===== src/common/eth_reflector_pkg.sv =====
package eth_reflector_pkg;

  // ==========================================================================
  // buffer geometry
  localparam int BUF_ADDR_W = 11;                    // transmit buffer address width
  localparam int BUF_DEPTH  = 2048;                  // buffer size in bytes

  typedef logic [47:0]           mac_addr_t;         // ethernet MAC address
  typedef logic [15:0]           frame_len_t;        // frame length in bytes
  typedef logic [BUF_ADDR_W-1:0] buf_addr_t;         // buffer byte address

  localparam buf_addr_t  ARP_REGION_BASE = 11'd1532; // IP region starts at 0
  localparam frame_len_t IP_REGION_MAX   = 16'd1532; // largest frame in IP region
  localparam frame_len_t ARP_REGION_MAX  = 16'd516;  // largest frame in ARP region
  localparam frame_len_t ETH_HDR_LEN     = 16'd14;   // dst MAC, src MAC, type
  localparam frame_len_t MIN_FRAME_LEN   = 16'd15;   // header plus one payload byte

  // ==========================================================================
  // accepted ethertypes
  typedef enum logic [15:0] {
    ETH_TYPE_IP  = 16'h0800,
    ETH_TYPE_ARP = 16'h0806
  } eth_type_e;

  // one byte write into the transmit buffer
  typedef struct packed {
    logic      en;                                   // write strobe
    buf_addr_t addr;
    logic [7:0] data;
  } buf_wr_t;

  // frame passed between the stages
  typedef struct packed {
    eth_type_e  eth_type;                            // selects the buffer region
    frame_len_t len;                                 // whole frame, header included
    mac_addr_t  dst_mac;                             // MAC the reply goes to
  } frame_desc_t;

  // start of the buffer region used by a frame type
  function automatic buf_addr_t region_base(eth_type_e eth_type);
    return (eth_type == ETH_TYPE_ARP) ? ARP_REGION_BASE : '0;
  endfunction

endpackage

===== src/tx/tx_frame_sender.sv =====
`timescale 1ns/100ps

module tx_frame_sender (
  input  logic                           clk_i,
  input  logic                           reset_n,
  input  eth_reflector_pkg::frame_desc_t desc_i,
  input  logic                           snd_req_i,
  output logic                           snd_ack_o,
  output eth_reflector_pkg::buf_addr_t   rd_addr_o,
  input  logic [7:0]                     rd_data_i,
  output logic [7:0]                     tx_data_fifo_data_o,
  output logic                           tx_data_fifo_wr_o,
  output eth_reflector_pkg::frame_len_t  tx_len_fifo_data_o,
  output logic                           tx_len_fifo_wr_o
);

  typedef enum logic [1:0] {
    TX_IDLE,                                         // wait for a send request
    TX_PRIME,                                        // first read in flight
    TX_STREAM,                                       // one byte per cycle
    TX_DONE                                          // write length, acknowledge
  } tx_state_e;

  tx_state_e                     state_q;
  eth_reflector_pkg::frame_len_t cnt_q;              // bytes left to push

  // ==========================================================================
  // tx control FSM
  always_ff @(posedge clk_i or negedge reset_n) begin
    if (!reset_n) begin
      state_q           <= TX_IDLE;
      cnt_q             <= '0;
      snd_ack_o         <= 1'b0;
      tx_data_fifo_wr_o <= 1'b0;
      tx_len_fifo_wr_o  <= 1'b0;
    end else begin
      tx_data_fifo_wr_o <= 1'b0;
      tx_len_fifo_wr_o  <= 1'b0;
      if (snd_ack_o && !snd_req_i) begin
        snd_ack_o <= 1'b0;
      end
      case (state_q)
        TX_IDLE: begin
          if (snd_req_i && !snd_ack_o) begin
            cnt_q   <= desc_i.len;
            state_q <= TX_PRIME;
          end
        end
        TX_PRIME: state_q <= TX_STREAM;
        TX_STREAM: begin
          tx_data_fifo_wr_o <= 1'b1;                 // rd_data_i is the previous address
          cnt_q             <= cnt_q - 16'd1;
          if (cnt_q == 16'd1) begin
            state_q <= TX_DONE;
          end
        end
        TX_DONE: begin
          tx_len_fifo_wr_o <= 1'b1;                  // length after the last data byte
          snd_ack_o        <= 1'b1;
          state_q          <= TX_IDLE;
        end
        default: state_q <= TX_IDLE;
      endcase
    end
  end

  // read address and output data
  always_ff @(posedge clk_i) begin
    if (state_q == TX_IDLE) begin
      rd_addr_o <= eth_reflector_pkg::region_base(desc_i.eth_type);
    end else begin
      rd_addr_o <= rd_addr_o + 1'b1;                 // arp region ends at the top
    end
    if (state_q == TX_STREAM) begin
      tx_data_fifo_data_o <= rd_data_i;
    end
    if (state_q == TX_DONE) begin
      tx_len_fifo_data_o <= desc_i.len;
    end
  end

  // one length entry per request, next one only after the handshake closes
  a_one_len_write: assert property (@(posedge clk_i) disable iff (!reset_n)
    tx_len_fifo_wr_o |=> (!tx_len_fifo_wr_o until !snd_ack_o));

endmodule


===== config.mk =====
export PLATFORM = sky130hd
export DESIGN_NAME = tx_frame_sender
export DESIGN_NICKNAME = d
export VERILOG_FILES = /design/src/common/eth_reflector_pkg.sv /design/src/tx/tx_frame_sender.sv
export SDC_FILE = /design/constraint.sdc
export NUM_CORES = 1
export LEC_CHECK = 0
export ABC_AREA = 1
export BUFFER_PORTS_ARGS = -buffer_cell sky130_fd_sc_hd__buf_2
export CAP_MARGIN = 30
export CORE_AREA = 2 2 92 94
export DETAILED_ROUTE_END_ITERATION = 16
export DIE_AREA = 0 0 94 96
export HOLD_SLACK_MARGIN = 0.03
export PLACE_DENSITY = 0.65
export SLEW_MARGIN = 15
export SYNTH_ARGS = -nofsm -noshare
export SYNTH_HDL_FRONTEND = slang
export SYNTH_SLANG_ARGS = --single-unit

===== constraint.sdc =====
create_clock -name clk_i -period 2.25 [get_ports clk_i]
set_input_delay 0.3375 -clock clk_i [delete_from_list [all_inputs] [get_ports clk_i]]
set_output_delay 0.3375 -clock clk_i [all_outputs]
set_load 0.01 [all_outputs]

==> flow_summary_export.csv <==
group,metric,value,unit
run_status,outcome,"finished clean",
cells_and_area,final_cells,519,
global_routing,grt_usage,14.4,%
place,placed_cells,510,
synthesis,postSynthCellCount,328,
min_path,hp-class,"primary input to flip-flop",
place,hpwl,4.65,mm
floorplan,io_pins,129,
worst_setup_path,endpoint_kind,"flip-flop",
clock_tree,numCtsBuffers,5,
timing,finalHoldViolations,0,
cells_and_area,fin_util,41.7,%
floorplan,die_h,96,um
route,wl_per_cell,12.0,um
clock_tree,cts_tree,"yes",
route,drt_iter0_drc,106,
power_and_ir_drop,p_int,2.24,mW
route,avgViaCountPerCell,4.72,
floorplan,fp.coreArea,8050,um^2
synthesis,synth_nets,425,
cells_and_area,nets,510,
clock_tree,post_cts_buffers,0,
global_routing,grt_pass1_wl,10.3,mm
global_routing,grt_start_max_net_pins,35,
route,wirelength,6.21,mm
synthesis,ys_warn_count,0,
floorplan,start_util,34.1,%
synthesis,synth-edff-count,24,
route,drt-pass1-iter-count,5,
synthesis,async_flop_share,37.5,%
cells_and_area,num_antenna_cells,0,
place,post-place-ws,0.366,ns
floorplan,dieWidth,94,um
job,maxCapViolCount,0,
clock_tree,h-tree-depth,2,
global_routing,first_global_vias,2280,
synthesis,netlist_area,2750,um^2
global_routing,antenna_found_initial,0,
timing,clock.fmax,530,MHz
timing,slew_violations,0,
power_and_ir_drop,switching_share,43.3,%
power_and_ir_drop,power_per_cell_area,1180,nW/um^2
power_and_ir_drop,comb_power_share,43.2,%
route,antenna_left,0,
route,route.detailed.drc,0,
clock_tree,hold_buffers,1,
timing,fin_crit_sh,83.8,%
worst_setup_path,path_class,"flip-flop to flip-flop",
route,vias,2448,
place,port_buffers,80,
synthesis,ys_ff_latch,56,
power_and_ir_drop,p_leak,1.62,nW
cells_and_area,fillers,846,
cells_and_area,drive_gt1_share,25.1,%
timing,finalWorstSetupSlack,0.364,ns
timing,setup_tns,0,ns
timing,min_period,1.89,ns
clock_tree,cts_max_path_buffers,2,
floorplan,dieArea,9020,um^2
clock_tree,clk_pin_slew_worst_paths,0.11,ns
synthesis,ys_types,33,
worst_setup_path,worstPathMaxFanout,24,
power_and_ir_drop,vdd_ir_drop_max,0.412,mV
synthesis,ys.flop_type,"edfxtp_1",
synthesis,synth.most_common_cell,"nand2_1",
power_and_ir_drop,pwr-share-seq,41.4,%
clock_tree,clkSinkCount,56,
timing,finalSetupViolations,0,
floorplan,row_count,33,
timing,rsz0062_at_grt,"no",
synthesis,yosys.area.top_type,"edfxtp_1",
timing,skew,0.0130,ns
timing,tightestPinTransition,0.617,ns
place,place_congestion,0.806,
synthesis,synth_area_leaders,"edfxtp_1 26%, dfrtp_1 19%, nand2_1 15%",
cells_and_area,synthToLayoutAreaGrowth,22.3,%
power_and_ir_drop,p_sw,1.71,mW
timing,relSlewSlack,58.7,%
synthesis,synth_top_area_share,26.2,%
clock_tree,cts_root_buf,"clkbuf_8",
worst_setup_path,required,2.47,ns
power_and_ir_drop,power,3.95,mW
synthesis,ys_seq_area_share,53.4,%
clock_tree,cts_resized,0,
clock_tree,clk_latency,0.32,ns
worst_setup_path,startpoint_type,"flip-flop",
worst_setup_path,critical_path_arrival,2.11,ns
synthesis,avgSynthCellArea,8.37,um^2
global_routing,grt_overflow,0,
power_and_ir_drop,clockPowerShare,15.4,%
synthesis,synthTopCellsByCount,"108 x nand2_1, 38 x nor2_1, 34 x inv_1",
==> worst max-delay path: stages, from the launching register on <==
cell and delay, ns:
dfrtp_1 0.41, inv_1 0.08, ha_1 0.21, inv_4 0.11, o21ai_4 0.51, inv_4 0.14, a21oi_1 0.15, nand2_1 0.06
nand2_1 0.06, inv_1 0.03
==> sequential cells by signal (all words and copies together), names as in the netlist <==
register	cells
rd_addr_o	11
tx_len_fifo_wr_o	1
cnt_q	16
tx_data_fifo_wr_o	1
snd_ack_o	1
tx_data_fifo_data_o	8
state_q	2
tx_len_fifo_data_o	16
==> power groups by stage <==
stage / sequential, mW / clock [mW] / combinational [mW]
after floorplan: 1.69 / 0 / 1.23
after global routing: 1.68 / 0.673 / 1.98
after CTS: 1.64 / 0.633 / 1.73
after global placement: 1.65 / 0 / 1.69
after detailed placement: 1.66 / 0 / 1.73
final: 1.64 / 0.606 / 1.71
==> layout by cell type (no fill, tap or decap), drive strengths merged <==
cell and instances:
clkbuf 5, nor2 42, o31ai 1, dfrtp 21, dfxtp 11, a21oi 6
or2 1, o21ai 21, o21bai 2, ha 6, nand3 26, buf 84
nor3 4, nand2 109, o211ai 1, o22ai 1, inv 39, nor3b 1
nor4 2, dlygate4sd3 1, edfxtp 24, nand4 4, a22oi 1, a21o 1
==> path summary, 6_finish.rpt <==
kind / to / cells past startpoint / startpoint / slack (ns)
max: cnt_q[12] / 9 / state_q[0] / 0.36
min: tx_data_fifo_data_o[7] / 1 / rd_data_i[7] / 0.18
max reg2reg: cnt_q[12] / 9 / state_q[0] / 0.36
min reg2reg: rd_addr_o[0] / 1 / rd_addr_o[0] / 0.47
max in group asynchronous: cnt_q[15] / 2 / reset_n / 1.39
min in group asynchronous: cnt_q[3] / 2 / reset_n / 0.51
==> routing by layer <==
| layer | vias to the layer above | global-route usage (%) | routed length (um) |
|---|---|---|---|
| li1 | 1228 | - | - |
| met1 | 1141 | 18.1 | 2770 |
| met2 | 68 | 24.6 | 2970 |
| met3 | 11 | 3.45 | 378 |
| met4 | 0 | 4.47 | 93 |
| met5 | - | 0 | 0 |
==> logic make-up (layout without fill, tap and decap cells) <==
logic type,Yosys count,count (layout),synth area share [%]
simple gates,189,189,29.5
buf+inv,43,129,7.15
fa+ha+maj,6,6,2.73
compound gates,34,34,7.20
flops,56,56,53.4
==> cell type report <==
type	instances	area [um^2]	area share [%]
inverters	36	140	4.17
repair buffers	85	440	13.1
well taps	105	131	3.91
clock buffers	5	68.8	2.05
clock inverters	3	28.8	0.857
flip-flops and latches	56	1470	43.7
multi-input cells	229	1080	32.3
==> per-stage QoR <==
stage | instance area [um^2] | hold slack (ns)
finish | 3360 | 0.181
global route | 3360 | 0.161
CTS | 3360 | 0.168
detailed placement | 3250 | 0.347
global placement | 3250 | 0.349
floorplan | 2750 | 0.0419
Note: power is estimated with default switching activity, not from simulation.
