`src/common/eth_reflector_pkg.sv`:
```
package eth_reflector_pkg;

  // ==========================================================================
  // buffer geometry
  localparam int BUF_ADDR_W = 11;                    // transmit buffer address width
  localparam int BUF_DEPTH  = 2048;                  // buffer size in bytes

  typedef logic [47:0]           mac_addr_t;         // ethernet MAC address
  typedef logic [15:0]           frame_len_t;        // frame length in bytes
  typedef logic [BUF_ADDR_W-1:0] buf_addr_t;         // buffer byte address

  localparam buf_addr_t  ARP_REGION_BASE = 11'd1532; // IP region starts at 0
  localparam frame_len_t IP_REGION_MAX   = 16'd1532; // largest frame in IP region
  localparam frame_len_t ARP_REGION_MAX  = 16'd516;  // largest frame in ARP region
  localparam frame_len_t ETH_HDR_LEN     = 16'd14;   // dst MAC, src MAC, type
  localparam frame_len_t MIN_FRAME_LEN   = 16'd15;   // header plus one payload byte

  // ==========================================================================
  // accepted ethertypes
  typedef enum logic [15:0] {
    ETH_TYPE_IP  = 16'h0800,
    ETH_TYPE_ARP = 16'h0806
  } eth_type_e;

  // one byte write into the transmit buffer
  typedef struct packed {
    logic      en;                                   // write strobe
    buf_addr_t addr;
    logic [7:0] data;
  } buf_wr_t;

  // frame passed between the stages
  typedef struct packed {
    eth_type_e  eth_type;                            // selects the buffer region
    frame_len_t len;                                 // whole frame, header included
    mac_addr_t  dst_mac;                             // MAC the reply goes to
  } frame_desc_t;

  // start of the buffer region used by a frame type
  function automatic buf_addr_t region_base(eth_type_e eth_type);
    return (eth_type == ETH_TYPE_ARP) ? ARP_REGION_BASE : '0;
  endfunction

endpackage
```
`src/tx/tx_header_writer.sv`:
```
`timescale 1ns/100ps

module tx_header_writer #(
  parameter eth_reflector_pkg::mac_addr_t DEVICE_MAC = 48'h001999cf95fa
) (
  input  logic                           clk_i,
  input  logic                           reset_n,
  input  eth_reflector_pkg::frame_desc_t desc_i,
  input  logic                           hdr_req_i,
  output logic                           hdr_ack_o,
  output eth_reflector_pkg::buf_wr_t     hdr_wr_o,
  output eth_reflector_pkg::frame_desc_t snd_desc_o,
  output logic                           snd_req_o,
  input  logic                           snd_ack_i
);

  localparam logic [3:0] STEP_SEND = 4'd15;          // handshake with the sender

  logic [3:0]   step_q;                              // 0 idle, 1..14 header bytes
  logic [3:0]   byte_idx;
  logic [111:0] hdr_sr_q;                            // outgoing header, msb first

  assign byte_idx   = step_q - 4'd1;
  assign snd_desc_o = desc_i;                        // stable until our ack falls

  assign hdr_wr_o = '{
    en:   (step_q != 4'd0) && (step_q != STEP_SEND),
    addr: eth_reflector_pkg::region_base(desc_i.eth_type) +
          eth_reflector_pkg::buf_addr_t'(byte_idx),
    data: hdr_sr_q[111:104]
  };

  // ==========================================================================
  // header sequencer
  always_ff @(posedge clk_i or negedge reset_n) begin
    if (!reset_n) begin
      step_q    <= 4'd0;
      snd_req_o <= 1'b0;
      hdr_ack_o <= 1'b0;
    end else begin
      if (hdr_ack_o && !hdr_req_i) begin
        hdr_ack_o <= 1'b0;                           // reader closed the handshake
      end
      case (step_q)
        4'd0: begin
          if (hdr_req_i && !hdr_ack_o) begin
            step_q <= 4'd1;
          end
        end
        STEP_SEND: begin
          if (snd_req_o && snd_ack_i) begin
            snd_req_o <= 1'b0;
          end else if (!snd_req_o && !snd_ack_i) begin
            hdr_ack_o <= 1'b1;                       // frame is out, release reader
            step_q    <= 4'd0;
          end
        end
        default: begin
          if (step_q == 4'(eth_reflector_pkg::ETH_HDR_LEN)) begin
            step_q    <= STEP_SEND;
            snd_req_o <= 1'b1;
          end else begin
            step_q <= step_q + 4'd1;
          end
        end
      endcase
    end
  end

  // reply header: sender's MAC, our MAC, type unchanged
  always_ff @(posedge clk_i) begin
    if (step_q == 4'd0) begin
      hdr_sr_q <= {desc_i.dst_mac, DEVICE_MAC, desc_i.eth_type};
    end else begin
      hdr_sr_q <= hdr_sr_q << 8;
    end
  end

endmodule

```
`config.mk`:
```
export PLATFORM = sky130hd
export DESIGN_NAME = tx_header_writer
export DESIGN_NICKNAME = d
export VERILOG_FILES = /design/src/common/eth_reflector_pkg.sv /design/src/tx/tx_header_writer.sv
export SDC_FILE = /design/constraint.sdc
export NUM_CORES = 1
export LEC_CHECK = 0
export ABC_AREA = 1
export BUFFER_PORTS_ARGS = -buffer_cell sky130_fd_sc_hd__clkbuf_2
export CORE_MARGIN = 2
export CORE_UTILIZATION = 45
export DETAILED_ROUTE_END_ITERATION = 8
export GPL_TIMING_DRIVEN = 0
export PLACE_DENSITY = 0.83
export SETUP_SLACK_MARGIN = 0.02
export SLEW_MARGIN = 20
export SYNTH_ARGS = -nofsm -noshare
export SYNTH_HDL_FRONTEND = slang
export SYNTH_SLANG_ARGS = --single-unit
export TNS_END_PERCENT = 1
```
`constraint.sdc`:
```
create_clock -name clk_i -period 2.25 [get_ports clk_i]
set_clock_uncertainty 0.05 [all_clocks]
set_input_delay 0.3375 -clock clk_i [delete_from_list [all_inputs] [get_ports clk_i]]
set_output_delay 0.3375 -clock clk_i [all_outputs]
set_load 0.02 [all_outputs]
```
==> reports/qor_table.md <==
| Step | Item | Value |
|:---|:---|:---|
| setup path | WP data arrival | 2.13 ns |
| timing | Final count of negative-setup-slack endpoints | 7 |
| placement | I/O Buffers | 169 |
| layout | Number of nets in the layout | 891 |
| floorplanning | Horizontal die dimension | 106 um |
| global routing | Number of global-route vias before repair | 3748 |
| power and ir drop | Leak Pwr | 3.74 nW |
| layout | Filler-free cell count of the finished design | 945 |
| layout | Area growth from synthesis to final layout | 44.7% |
| global routing | GRT overflow | 0 |
| layout | Layout cells sized above 1 | 0.407 |
| synth | Count of different cell masters after synthesis | 19 |
| timing | Final worst path period need | 2.52 ns |
| layout | Commonest non-fill, non-tap cell in the layout | sky130_fd_sc_hd__nand2_1 |
| setup path | Critical-path maximum fanout | 3 |
| floorplanning | Area of the core region | 0.0102 sq mm |
| cts | Clock Tree Buf Depth | 2 |
| floorplanning | Initial Util | 0.458 |
| floorplanning | Height of the chip | 106 um |
| placement | Cell area after placement | 0.00570 sq mm |
| global routing | GRT Overall Usage | 0.192 |
| synth | Share of Yosys cell area claimed by the top area cell type | 0.478 |
| global routing | Wire length of the first global-routing pass | 16700 um |
| job | Max-cap violation count | 0 |
| global routing | Antenna violations before repair | 0 |
| floorplanning | Number of top-level design ports | 186 |
| synth | Mean instance size in the synthesized netlist | 8.21 sq um |
| power and ir drop | Max rail drop VDD | 559 uV |
| placement | Half-perimeter wire length after placement | 7290 um |
| power and ir drop | Overall power consumption | 8.68 mW |
| synth | Fraction of the yosys area taken by sequential cells | 0.510 |
| timing | Slew Viols, Final | 0 |
| status | Violated checks | negative setup slack |
| route | Number of iterations in the first detailed-routing pass | 4 |
| cts | Clock tree from TritonCTS | built |
| layout | Leading cell types in the layout, fill and taps excluded | sky130_fd_sc_hd__nand2_1, sky130_fd_sc_hd__clkbuf_2, sky130_fd_sc_hd__dfxtp_1 |
| layout | Total non-filler cell area in the finished layout | 0.00678 sq mm |
| cts | CTS sink count | 118 |
| placement | Final weighted congestion of routability-driven global placement | 0.788 |
| synth | Count of mapped cells out of synthesis | 571 |
| timing | Final hold violations | 0 |
| cts | TritonCTS buffer count | 17 |
| layout | Final antenna diode count | 0 |
| floorplanning | DIE AREA | 0.0112 sq mm |
| synth | Synth Cell Area | 0.00469 sq mm |
| floorplanning | # rows | 37 |
| placement | Number of cells after detailed placement | 876 |
| route | 1st-iter DRT viols | 93 |
| route | Vias after detailed routing | 3992 |
| timing | Worst rel slew slack | 0.644 |
| synth | Total of flip-flops plus latches after synthesis | 118 |
| timing | RSZ-0062 raised after global routing | true |
| timing | Worst Setup Slack, final | -0.266 ns |
| synth | Cell type contributing the most total cell area after synthesis | sky130_fd_sc_hd__dfxtp_1 |
| setup path | Worst Path Required | 1.86 ns |
| cts | Clock-pin slew reported for the worst setup and hold paths after clock tree synthesis | 0.06 ns |
| timing | Slew at the pin with the worst max-slew slack | 0.535 ns |
| timing | Final critical-path share of the clock period | 1.12 |
| synth | Count of synthesis-stage warnings from yosys | 0 |
| route | Detail Route Antenna Nets | 0 |
| cts | Worst skew pair latency | 0.50 ns |
| timing | Fmax | 397 MHz |
| route | Ratio of routed vias to standard cells | 4.22 |
| min path | Class of the tightest hold or removal check | primary input to register |
| status | Run status | finished, violations left |
| placement | Worst setup timing slack at the placement stage | -0.0785 ns |
| route | Post-route DRC violation count | 0 |
| power and ir drop | Cell area power density | 1280 mW/mm^2 |
| setup path | Startpoint class of the critical path | register |
| route | Wire length per cell | 11.0 um |
| cts | Clock H-tree levels | 4 |
| route | Detailed-route wire length | 10400 um |
| timing | Smallest hold slack | 0.0119 ns |
| setup path | Critical Path End Type | primary output |
| synth | Largest cells by area after synthesis | sky130_fd_sc_hd__dfxtp_1, sky130_fd_sc_hd__nand2_1, sky130_fd_sc_hd__buf_4, sky130_fd_sc_hd__nor2_1, sky130_fd_sc_hd__inv_1 |
| cts | Root buffer cell | sky130_fd_sc_hd__clkbuf_8 |
| global routing | Pin count of the biggest net entering global routing | 17 |
| setup path | Crit Path Class | register to primary output |
| synth | Nets in the synthesized netlist | 665 |
==> stage by stage <==
step / utilization / setup TNS, ns
floorplan: - / 0
global placement: 0.557 / -0.0280
detailed placement: 0.557 / -0.153
CTS: 0.658 / -1.50
global route: 0.663 / -2.03
finish: 0.663 / -1.38
==> kinds of logic after synthesis <==
group | count (synthesis) | synth area share
adders and majority gates | 10 | 0.0267
AOI/OAI and AO/OA | 8 | 0.00908
DFF | 118 | 0.510
buffers and inverters | 156 | 0.212
and+or+nand+nor | 276 | 0.237
xor gates and xnor gates | 3 | 0.00561
==> path summary, 6_finish.rpt <==
path                                    from  cells past startpoint  slack (ns)      endpoint
worst max-delay path               step_q[0]                      8       -0.27  hdr_wr_o[13]
worst min-delay path               desc_i[2]                      3        0.01  hdr_sr_q[66]
worst min register to register  hdr_sr_q[36]                      1        0.35  hdr_sr_q[44]
min in group asynchronous            reset_n                      2        0.15     step_q[0]
worst max register to register     step_q[0]                      7        0.61  hdr_sr_q[14]
max in group asynchronous            reset_n                      2        1.83     step_q[2]
==> worst max-delay path: stages, from the launching register on <==
cell	delay, ns
sky130_fd_sc_hd__dfrtp_2	0.42
sky130_fd_sc_hd__inv_4	0.08
sky130_fd_sc_hd__nand3_4	0.07
sky130_fd_sc_hd__xor2_2	0.16
sky130_fd_sc_hd__buf_4	0.16
sky130_fd_sc_hd__ha_4	0.14
sky130_fd_sc_hd__a21o_1	0.15
sky130_fd_sc_hd__ha_1	0.28
sky130_fd_sc_hd__clkbuf_8	0.16
==> report_power, final <==
part	switching (mW)	internal [mW]
clock	0.908	1.71
combinational	1.59	1.27
sequential	0.235	2.98
total	2.73	5.95
==> synth_stat cells <==
master,number
sky130_fd_sc_hd__dfrtp_1,6
sky130_fd_sc_hd__a21oi_1,2
sky130_fd_sc_hd__buf_6,8
sky130_fd_sc_hd__nor2_1,50
sky130_fd_sc_hd__dfxtp_1,112
sky130_fd_sc_hd__clkbuf_1,4
sky130_fd_sc_hd__ha_1,10
sky130_fd_sc_hd__xor2_1,3
sky130_fd_sc_hd__inv_2,3
sky130_fd_sc_hd__buf_4,91
sky130_fd_sc_hd__nand3_2,1
sky130_fd_sc_hd__o21ai_0,4
sky130_fd_sc_hd__nand2_1,195
sky130_fd_sc_hd__a21o_1,1
sky130_fd_sc_hd__buf_2,4
sky130_fd_sc_hd__nand3_1,7
sky130_fd_sc_hd__inv_1,46
sky130_fd_sc_hd__o21ai_1,1
sky130_fd_sc_hd__or2_1,23
==> registers in the layout, summed over array words and instances (netlist names) <==
name and count:
hdr_ack_o 1, hdr_sr_q 112, snd_req_o 1, step_q 4
==> cell type report <==
type / instances / area (sq um)
well taps: 136 / 170
plain buffers: 107 / 816
clock buffers: 19 / 432
flip-flops and latches: 118 / 2390
fillers: 816 / 3450
multi-input cells: 297 / 1400
repair buffers: 207 / 1230
inverters: 49 / 186
clock inverters: 12 / 154
==> per-layer routing <==
layer  part of all wire  track usage  wire length, um  vias up
li1                   -            -                -     2066
met1               0.39        0.195             4080     1758
met2               0.53        0.375             5500      151
met3              0.067       0.0558              699       17
met4              0.014       0.0564              142        0
met5                  0            0                0        -
==> timing repair <==
item,4_1_cts,5_1_grt
setup buffers,6,2
setup endpoints to repair,9,9
cloned,0,0
endpoints found under the hold margin,35,0
pin swaps,5,6
gates resized for setup,22,9
hold buffers,30,0
(Power assumes the default switching activity.)
