[src/common/eth_reflector_pkg.sv]
package eth_reflector_pkg;

  // ==========================================================================
  // buffer geometry
  localparam int BUF_ADDR_W = 11;                    // transmit buffer address width
  localparam int BUF_DEPTH  = 2048;                  // buffer size in bytes

  typedef logic [47:0]           mac_addr_t;         // ethernet MAC address
  typedef logic [15:0]           frame_len_t;        // frame length in bytes
  typedef logic [BUF_ADDR_W-1:0] buf_addr_t;         // buffer byte address

  localparam buf_addr_t  ARP_REGION_BASE = 11'd1532; // IP region starts at 0
  localparam frame_len_t IP_REGION_MAX   = 16'd1532; // largest frame in IP region
  localparam frame_len_t ARP_REGION_MAX  = 16'd516;  // largest frame in ARP region
  localparam frame_len_t ETH_HDR_LEN     = 16'd14;   // dst MAC, src MAC, type
  localparam frame_len_t MIN_FRAME_LEN   = 16'd15;   // header plus one payload byte

  // ==========================================================================
  // accepted ethertypes
  typedef enum logic [15:0] {
    ETH_TYPE_IP  = 16'h0800,
    ETH_TYPE_ARP = 16'h0806
  } eth_type_e;

  // one byte write into the transmit buffer
  typedef struct packed {
    logic      en;                                   // write strobe
    buf_addr_t addr;
    logic [7:0] data;
  } buf_wr_t;

  // frame passed between the stages
  typedef struct packed {
    eth_type_e  eth_type;                            // selects the buffer region
    frame_len_t len;                                 // whole frame, header included
    mac_addr_t  dst_mac;                             // MAC the reply goes to
  } frame_desc_t;

  // start of the buffer region used by a frame type
  function automatic buf_addr_t region_base(eth_type_e eth_type);
    return (eth_type == ETH_TYPE_ARP) ? ARP_REGION_BASE : '0;
  endfunction

endpackage
[src/rtl/rx_frame_reader.sv]
`timescale 1ns/100ps

module rx_frame_reader #(
  parameter eth_reflector_pkg::mac_addr_t DEVICE_MAC = 48'h001999cf95fa
) (
  input  logic                           clk_i,
  input  logic                           reset_n,
  input  logic                           rx_len_fifo_empty_i,
  input  eth_reflector_pkg::frame_len_t  rx_len_fifo_data_i,
  input  logic [7:0]                     rx_data_fifo_data_i,
  output logic                           rx_len_fifo_rd_o,
  output logic                           rx_data_fifo_rd_o,
  output eth_reflector_pkg::buf_wr_t     payload_wr_o,
  output eth_reflector_pkg::frame_desc_t desc_o,
  output logic                           hdr_req_o,
  input  logic                           hdr_ack_i
);

  typedef enum logic [2:0] {
    RX_IDLE,                                         // wait for a length entry
    RX_WAIT_LEN,                                     // length fifo latency
    RX_LOAD,                                         // length valid, load counters
    RX_PULL,                                         // strobe the data fifo
    RX_WAIT_BYTE                                     // byte on the bus, consume it
  } rx_state_e;

  rx_state_e                     state_q;
  eth_reflector_pkg::frame_len_t rem_q;              // bytes still to pull
  eth_reflector_pkg::frame_len_t idx_q;              // index of the current byte
  eth_reflector_pkg::frame_len_t len_q;              // length of the current frame
  logic [111:0]                  hdr_q;              // dst MAC, src MAC, type
  eth_reflector_pkg::eth_type_e  rx_type;
  eth_reflector_pkg::frame_len_t region_max;
  logic                          dst_ok;
  logic                          type_ok;
  logic                          len_ok;
  logic                          frame_ok;
  logic                          last_byte;

  // ==========================================================================
  // frame filter, valid once the header has been shifted in
  assign rx_type    = eth_reflector_pkg::eth_type_e'(hdr_q[15:0]);
  assign dst_ok     = (hdr_q[111:64] == DEVICE_MAC) || (hdr_q[111:64] == '1); // own or bcast
  assign type_ok    = (rx_type == eth_reflector_pkg::ETH_TYPE_IP) ||
                      (rx_type == eth_reflector_pkg::ETH_TYPE_ARP);
  assign region_max = (rx_type == eth_reflector_pkg::ETH_TYPE_ARP) ?
                      eth_reflector_pkg::ARP_REGION_MAX : eth_reflector_pkg::IP_REGION_MAX;
  assign len_ok     = (len_q >= eth_reflector_pkg::MIN_FRAME_LEN) && (len_q <= region_max);
  assign frame_ok   = dst_ok && type_ok && len_ok;
  assign last_byte  = (state_q == RX_WAIT_BYTE) && (rem_q == 16'd1);

  // payload lands at region base + byte index, header slots left for the writer
  assign payload_wr_o = '{
    en:   (state_q == RX_WAIT_BYTE) && (idx_q >= eth_reflector_pkg::ETH_HDR_LEN) && frame_ok,
    addr: eth_reflector_pkg::region_base(rx_type) +
          idx_q[eth_reflector_pkg::BUF_ADDR_W-1:0],
    data: rx_data_fifo_data_i
  };

  // ==========================================================================
  // fifo control FSM
  always_ff @(posedge clk_i or negedge reset_n) begin
    if (!reset_n) begin
      state_q           <= RX_IDLE;
      rem_q             <= '0;
      idx_q             <= '0;
      rx_len_fifo_rd_o  <= 1'b0;
      rx_data_fifo_rd_o <= 1'b0;
      hdr_req_o         <= 1'b0;
    end else begin
      rx_len_fifo_rd_o  <= 1'b0;                     // one-cycle strobes
      rx_data_fifo_rd_o <= 1'b0;
      if (last_byte && frame_ok) begin
        hdr_req_o <= 1'b1;                           // hand frame to the tx side
      end else if (hdr_ack_i) begin
        hdr_req_o <= 1'b0;
      end
      case (state_q)
        RX_IDLE: begin
          // buffer is busy until the previous handshake has fully closed
          if (!rx_len_fifo_empty_i && !hdr_req_o && !hdr_ack_i) begin
            rx_len_fifo_rd_o <= 1'b1;
            state_q          <= RX_WAIT_LEN;
          end
        end
        RX_WAIT_LEN: state_q <= RX_LOAD;
        RX_LOAD: begin
          rem_q   <= rx_len_fifo_data_i;
          idx_q   <= '0;
          state_q <= (rx_len_fifo_data_i == '0) ? RX_IDLE : RX_PULL;
        end
        RX_PULL: begin
          rx_data_fifo_rd_o <= 1'b1;
          state_q           <= RX_WAIT_BYTE;
        end
        RX_WAIT_BYTE: begin
          rem_q   <= rem_q - 16'd1;
          idx_q   <= idx_q + 16'd1;
          state_q <= last_byte ? RX_IDLE : RX_PULL;
        end
        default: state_q <= RX_IDLE;
      endcase
    end
  end

  // header capture and descriptor
  always_ff @(posedge clk_i) begin
    if (state_q == RX_LOAD) begin
      len_q <= rx_len_fifo_data_i;
    end
    if ((state_q == RX_WAIT_BYTE) && (idx_q < eth_reflector_pkg::ETH_HDR_LEN)) begin
      hdr_q <= {hdr_q[103:0], rx_data_fifo_data_i};  // shift in header bytes
    end
    if (last_byte && frame_ok) begin
      desc_o <= '{eth_type: rx_type, len: len_q, dst_mac: hdr_q[63:16]}; // reply to sender
    end
  end

  // request and descriptor hold until the header writer answers
  a_req_held: assert property (@(posedge clk_i) disable iff (!reset_n)
    hdr_req_o && !hdr_ack_i |=> hdr_req_o && $stable(desc_o));

endmodule

[config.mk]
export PLATFORM = sky130hd
export DESIGN_NAME = rx_frame_reader
export DESIGN_NICKNAME = d
export VERILOG_FILES = /design/src/common/eth_reflector_pkg.sv /design/src/rtl/rx_frame_reader.sv
export SDC_FILE = /design/constraint.sdc
export NUM_CORES = 1
export LEC_CHECK = 0
export BUFFER_PORTS_ARGS = -buffer_cell sky130_fd_sc_hd__clkbuf_2
export CORE_UTILIZATION = 45
export CTS_CLUSTER_DIAMETER = 40
export DETAILED_ROUTE_END_ITERATION = 8
export PLACE_DENSITY = 0.65
export REMOVE_ABC_BUFFERS = 1
export SLEW_MARGIN = 40
export SYNTH_ARGS = -nofsm -noshare
export SYNTH_HDL_FRONTEND = slang
export SYNTH_SLANG_ARGS = --single-unit
[constraint.sdc]
create_clock -name clk_i -period 7.8 [get_ports clk_i]
set_input_delay 1.56 -clock clk_i [delete_from_list [all_inputs] [get_ports clk_i]]
set_output_delay 1.56 -clock clk_i [all_outputs]
set_load 0.1 [all_outputs]
==> results.md <==
- Share of layout cells above drive strength 1: 28.3%
- Max IR drop VDD: 0.000184 V
- Tcrit/Tclk final: 79.1%
- Cts repair resizes: 0
- Fin area: 11000 µm²
- Top delay family on crit path: simple AND/OR/NAND/NOR gates
- Worst-path fanout max: 7
- Max incr delay on CP: 0.53 ns
- Reg2Reg Depth: 12
- GR Overflow Total: 0
- Crit path cell chain: nor4_1 -> and4_1 -> nand3_2 -> inv_1 -> ha_1 -> and4_1 -> nor4_1 -> a211oi_1 -> nor4bb_1 -> a41oi_1 -> nor4_1 -> clkbuf_2
- Hold buffer count at CTS: 0
- Row Count: 51
- Wl on met1: 7.71 mm
- Simple-Gate Fraction of Synth Area: 10.3%
- Top post-synthesis cells by area: edfxtp_1 69%, dfrtp_1 11%, nand2_1 1.7%, nor4_1 1.6%, ha_1 1.5%
- Wire per inst: 18.7 µm
- Vias in the first global route: 5112
- Routed wl met2: 8.71 mm
- Max H-tree Level: 1
- Antenna Nets Post-Route: 0
- Final Hold Viols: 0
- GRT Util Overall: 17.8%
- Slowest stage cell, crit path: clkbuf_2
- Crit path from: hdr_q[7]
- Crit path capture type: output port
- Multiplexer share of the synthesized area: 0.791%
- Bufs and invs on worst path: 2
- Critical Path Stages: 12
- Top Ports: 131
- Synth cell types: 55
- Worst Max-Slew Pin Slew: 0.732 ns
- Peak Freq: 0.162 GHz
- Critical path's most frequent cell: nor4_1
- Layout Cells excl Fill: 969
- RSZ-0062 raised after global routing: false
- Vias per cell: 5.41
- TritonCTS Buffers: 30
- Synth Instances: 537
- Worst hold path type: reg2reg
- Synthesis warning total: 0
- Drt pass-1 iters: 5
- Min Tclk post-route: 6.17 ns
- Final nets: 719
- Post-DP HPWL: 12.2 mm
- Hold WS: 0.438 ns
- IO buf count: 130
- Metal3 WL: 1.36 mm
- Largest net degree at the start of global routing: 81
- Flops & latches, synth: 246
- Slew Limit Fails: 0
- CP Launch Type: register
- Max layer used: met4
- CP required: 6.24 ns
- LEAKAGE: 3.99 nW
- Primary FF master, synth: edfxtp_1
- R2r startpoint: hdr_q[7]
- Post-Route Skew: 0.0345 ns
- Area grow syn2layout: 22.1%
- Max_cap viols: 0
- Routed WL: 18.1 mm
- Vias: 5245
- EDFF count, synth: 208
- First-pass GRT wire length: 27.9 mm
- Critical Path AT: 4.61 ns
- CTS max path bufs: 3
- Placed cell area: 9940 µm²
- Worst-path clk slew: 0.06 ns
- Reg2reg end: desc_o[66]
- Area of the core: 19500 µm²
- # diodes: 0
- Largest family of logic cells by synthesized area: simple AND/OR/NAND/NOR gates
- Post-synth top cells: 208 x edfxtp_1, 41 x nand2_1, 38 x dfrtp_1, 23 x nor4_1, 23 x o21ai_0
- Power Dens Cells: 262 nW/µm²
- Final setup fails: 0
- Clock sink count: 246
- Initial DRC count: 495
- Initial Util: 46.2%
- Setup bufs post-CTS: 0
- Die area: 20600 µm²
- Gpl congestion: 0.860
- Syn_area_per_cell: 16.8 µm²
- Slew Limit Headroom: 51.0%
- R2R Setup Slk: 3.00 ns
- CTS tree: yes
- Post-Synth XOR/XNOR Area: 1.17%
- Ys async rst share: 15.4%
- Register area share after synthesis: 79.8%
- Status: complete, no violations
- Die Wd: 144 µm
- Total power: 2.88 mW
- Die H: 144 µm
- Clk_lat worst skew: 0.56 ns
- DRC errors left: 0
- Cell Area, Synth: 9020 µm²
- Post-synth top area share: 69.2%
- Critical Path Sink: payload_wr_o[19]
- Cells after DPL: 913
- Synth Area in Compound Gates: 4.58%
- Synth area leader: edfxtp_1
- CP Class: reg2out
- Initial antenna violation count: 0
- Root buffer cell: clkbuf_16
- Post-synthesis adder-cell area fraction: 1.53%
- Most common cell in the netlist: edfxtp_1
## per-layer routing
layer,global-route usage (%),vias up
met5,0,-
met4,4.59,0
met3,4.40,31
met2,28.7,209
met1,24.4,2597
li1,-,2408
## state kept, by name (all words and copies together) (netlist names)
name,count
hdr_q,112
desc_o,80
idx_q,16
len_q,16
rem_q,16
state_q,3
hdr_req_o,1
rx_data_fifo_rd_o,1
rx_len_fifo_rd_o,1
## worst min-delay path by stage
stage	start	to	slack, ns	cells past startpoint
6_report	hdr_q[52]	hdr_q[60]	0.44	0
5_1_grt	hdr_q[52]	hdr_q[60]	0.45	0
4_1_cts	hdr_q[16]	desc_o[0]	0.44	0
3_5_place_dp	hdr_q[47]	desc_o[31]	0.43	0
3_3_place_gp	hdr_q[43]	desc_o[27]	0.42	0
2_1_floorplan	len_q[11]	desc_o[59]	0.42	0
## cell type report
cell class	count	area [µm²]
clock buffer	31	776
clock inverter	25	299
fill	1580	8510
inverter	7	26.3
multi-input combinational	261	1680
sequential	246	7200
tap	265	332
timing repair buffer	134	711
## per-stage QoR
step / setup slack (ns) / setup TNS [ns] / util, %
after floorplan: -0.734 / -58.69 / -
after global placement: 2.44 / 0 / 50.7
after detailed placement: 2.23 / 0 / 50.9
after CTS: 1.65 / 0 / 56.4
after global routing: 1.32 / 0 / 56.4
final: 1.63 / 0 / 56.4
## where the power goes
| group | total (mW) | internal [mW] | switching [mW] |
|---|---|---|---|
| Sequential | 1.41 | 1.41 | 0.0000000000000000234 |
| Combinational | 0.0336 | 0.00666 | 0.0269 |
| Clock | 1.44 | 0.854 | 0.587 |
## cell families (layout without fill, tap and decap cells)
family / count (synthesis) / count (layout)
multiplexers: 7 / 7
buffers and inverters: 30 / 197
adder cells (fa/ha/maj): 11 / 11
flip-flops: 246 / 246
XOR/XNOR: 12 / 12
AO/OA/AOI/OAI: 63 / 63
AND/OR/NAND/NOR: 168 / 168
## cell usage in the layout (no fill, tap or decap), types with 5 or more instances in the layout
cell	n
edfxtp_1	208
clkbuf_2	129
nand2_1	41
dfrtp_1	38
clkbuf_16	31
o21ai_0	23
nor4_1	22
nand4_1	21
nand3_1	19
nor2_1	17
ha_1	11
nor3_1	9
a21oi_1	8
inv_1	7
and3_1	7
xor2_1	7
or4_1	6
mux2i_1	6
o211ai_1	6
o311ai_0	6
xnor2_1	5
inv_8	5
No activity file was read; power rests on OpenSTA's default activity.
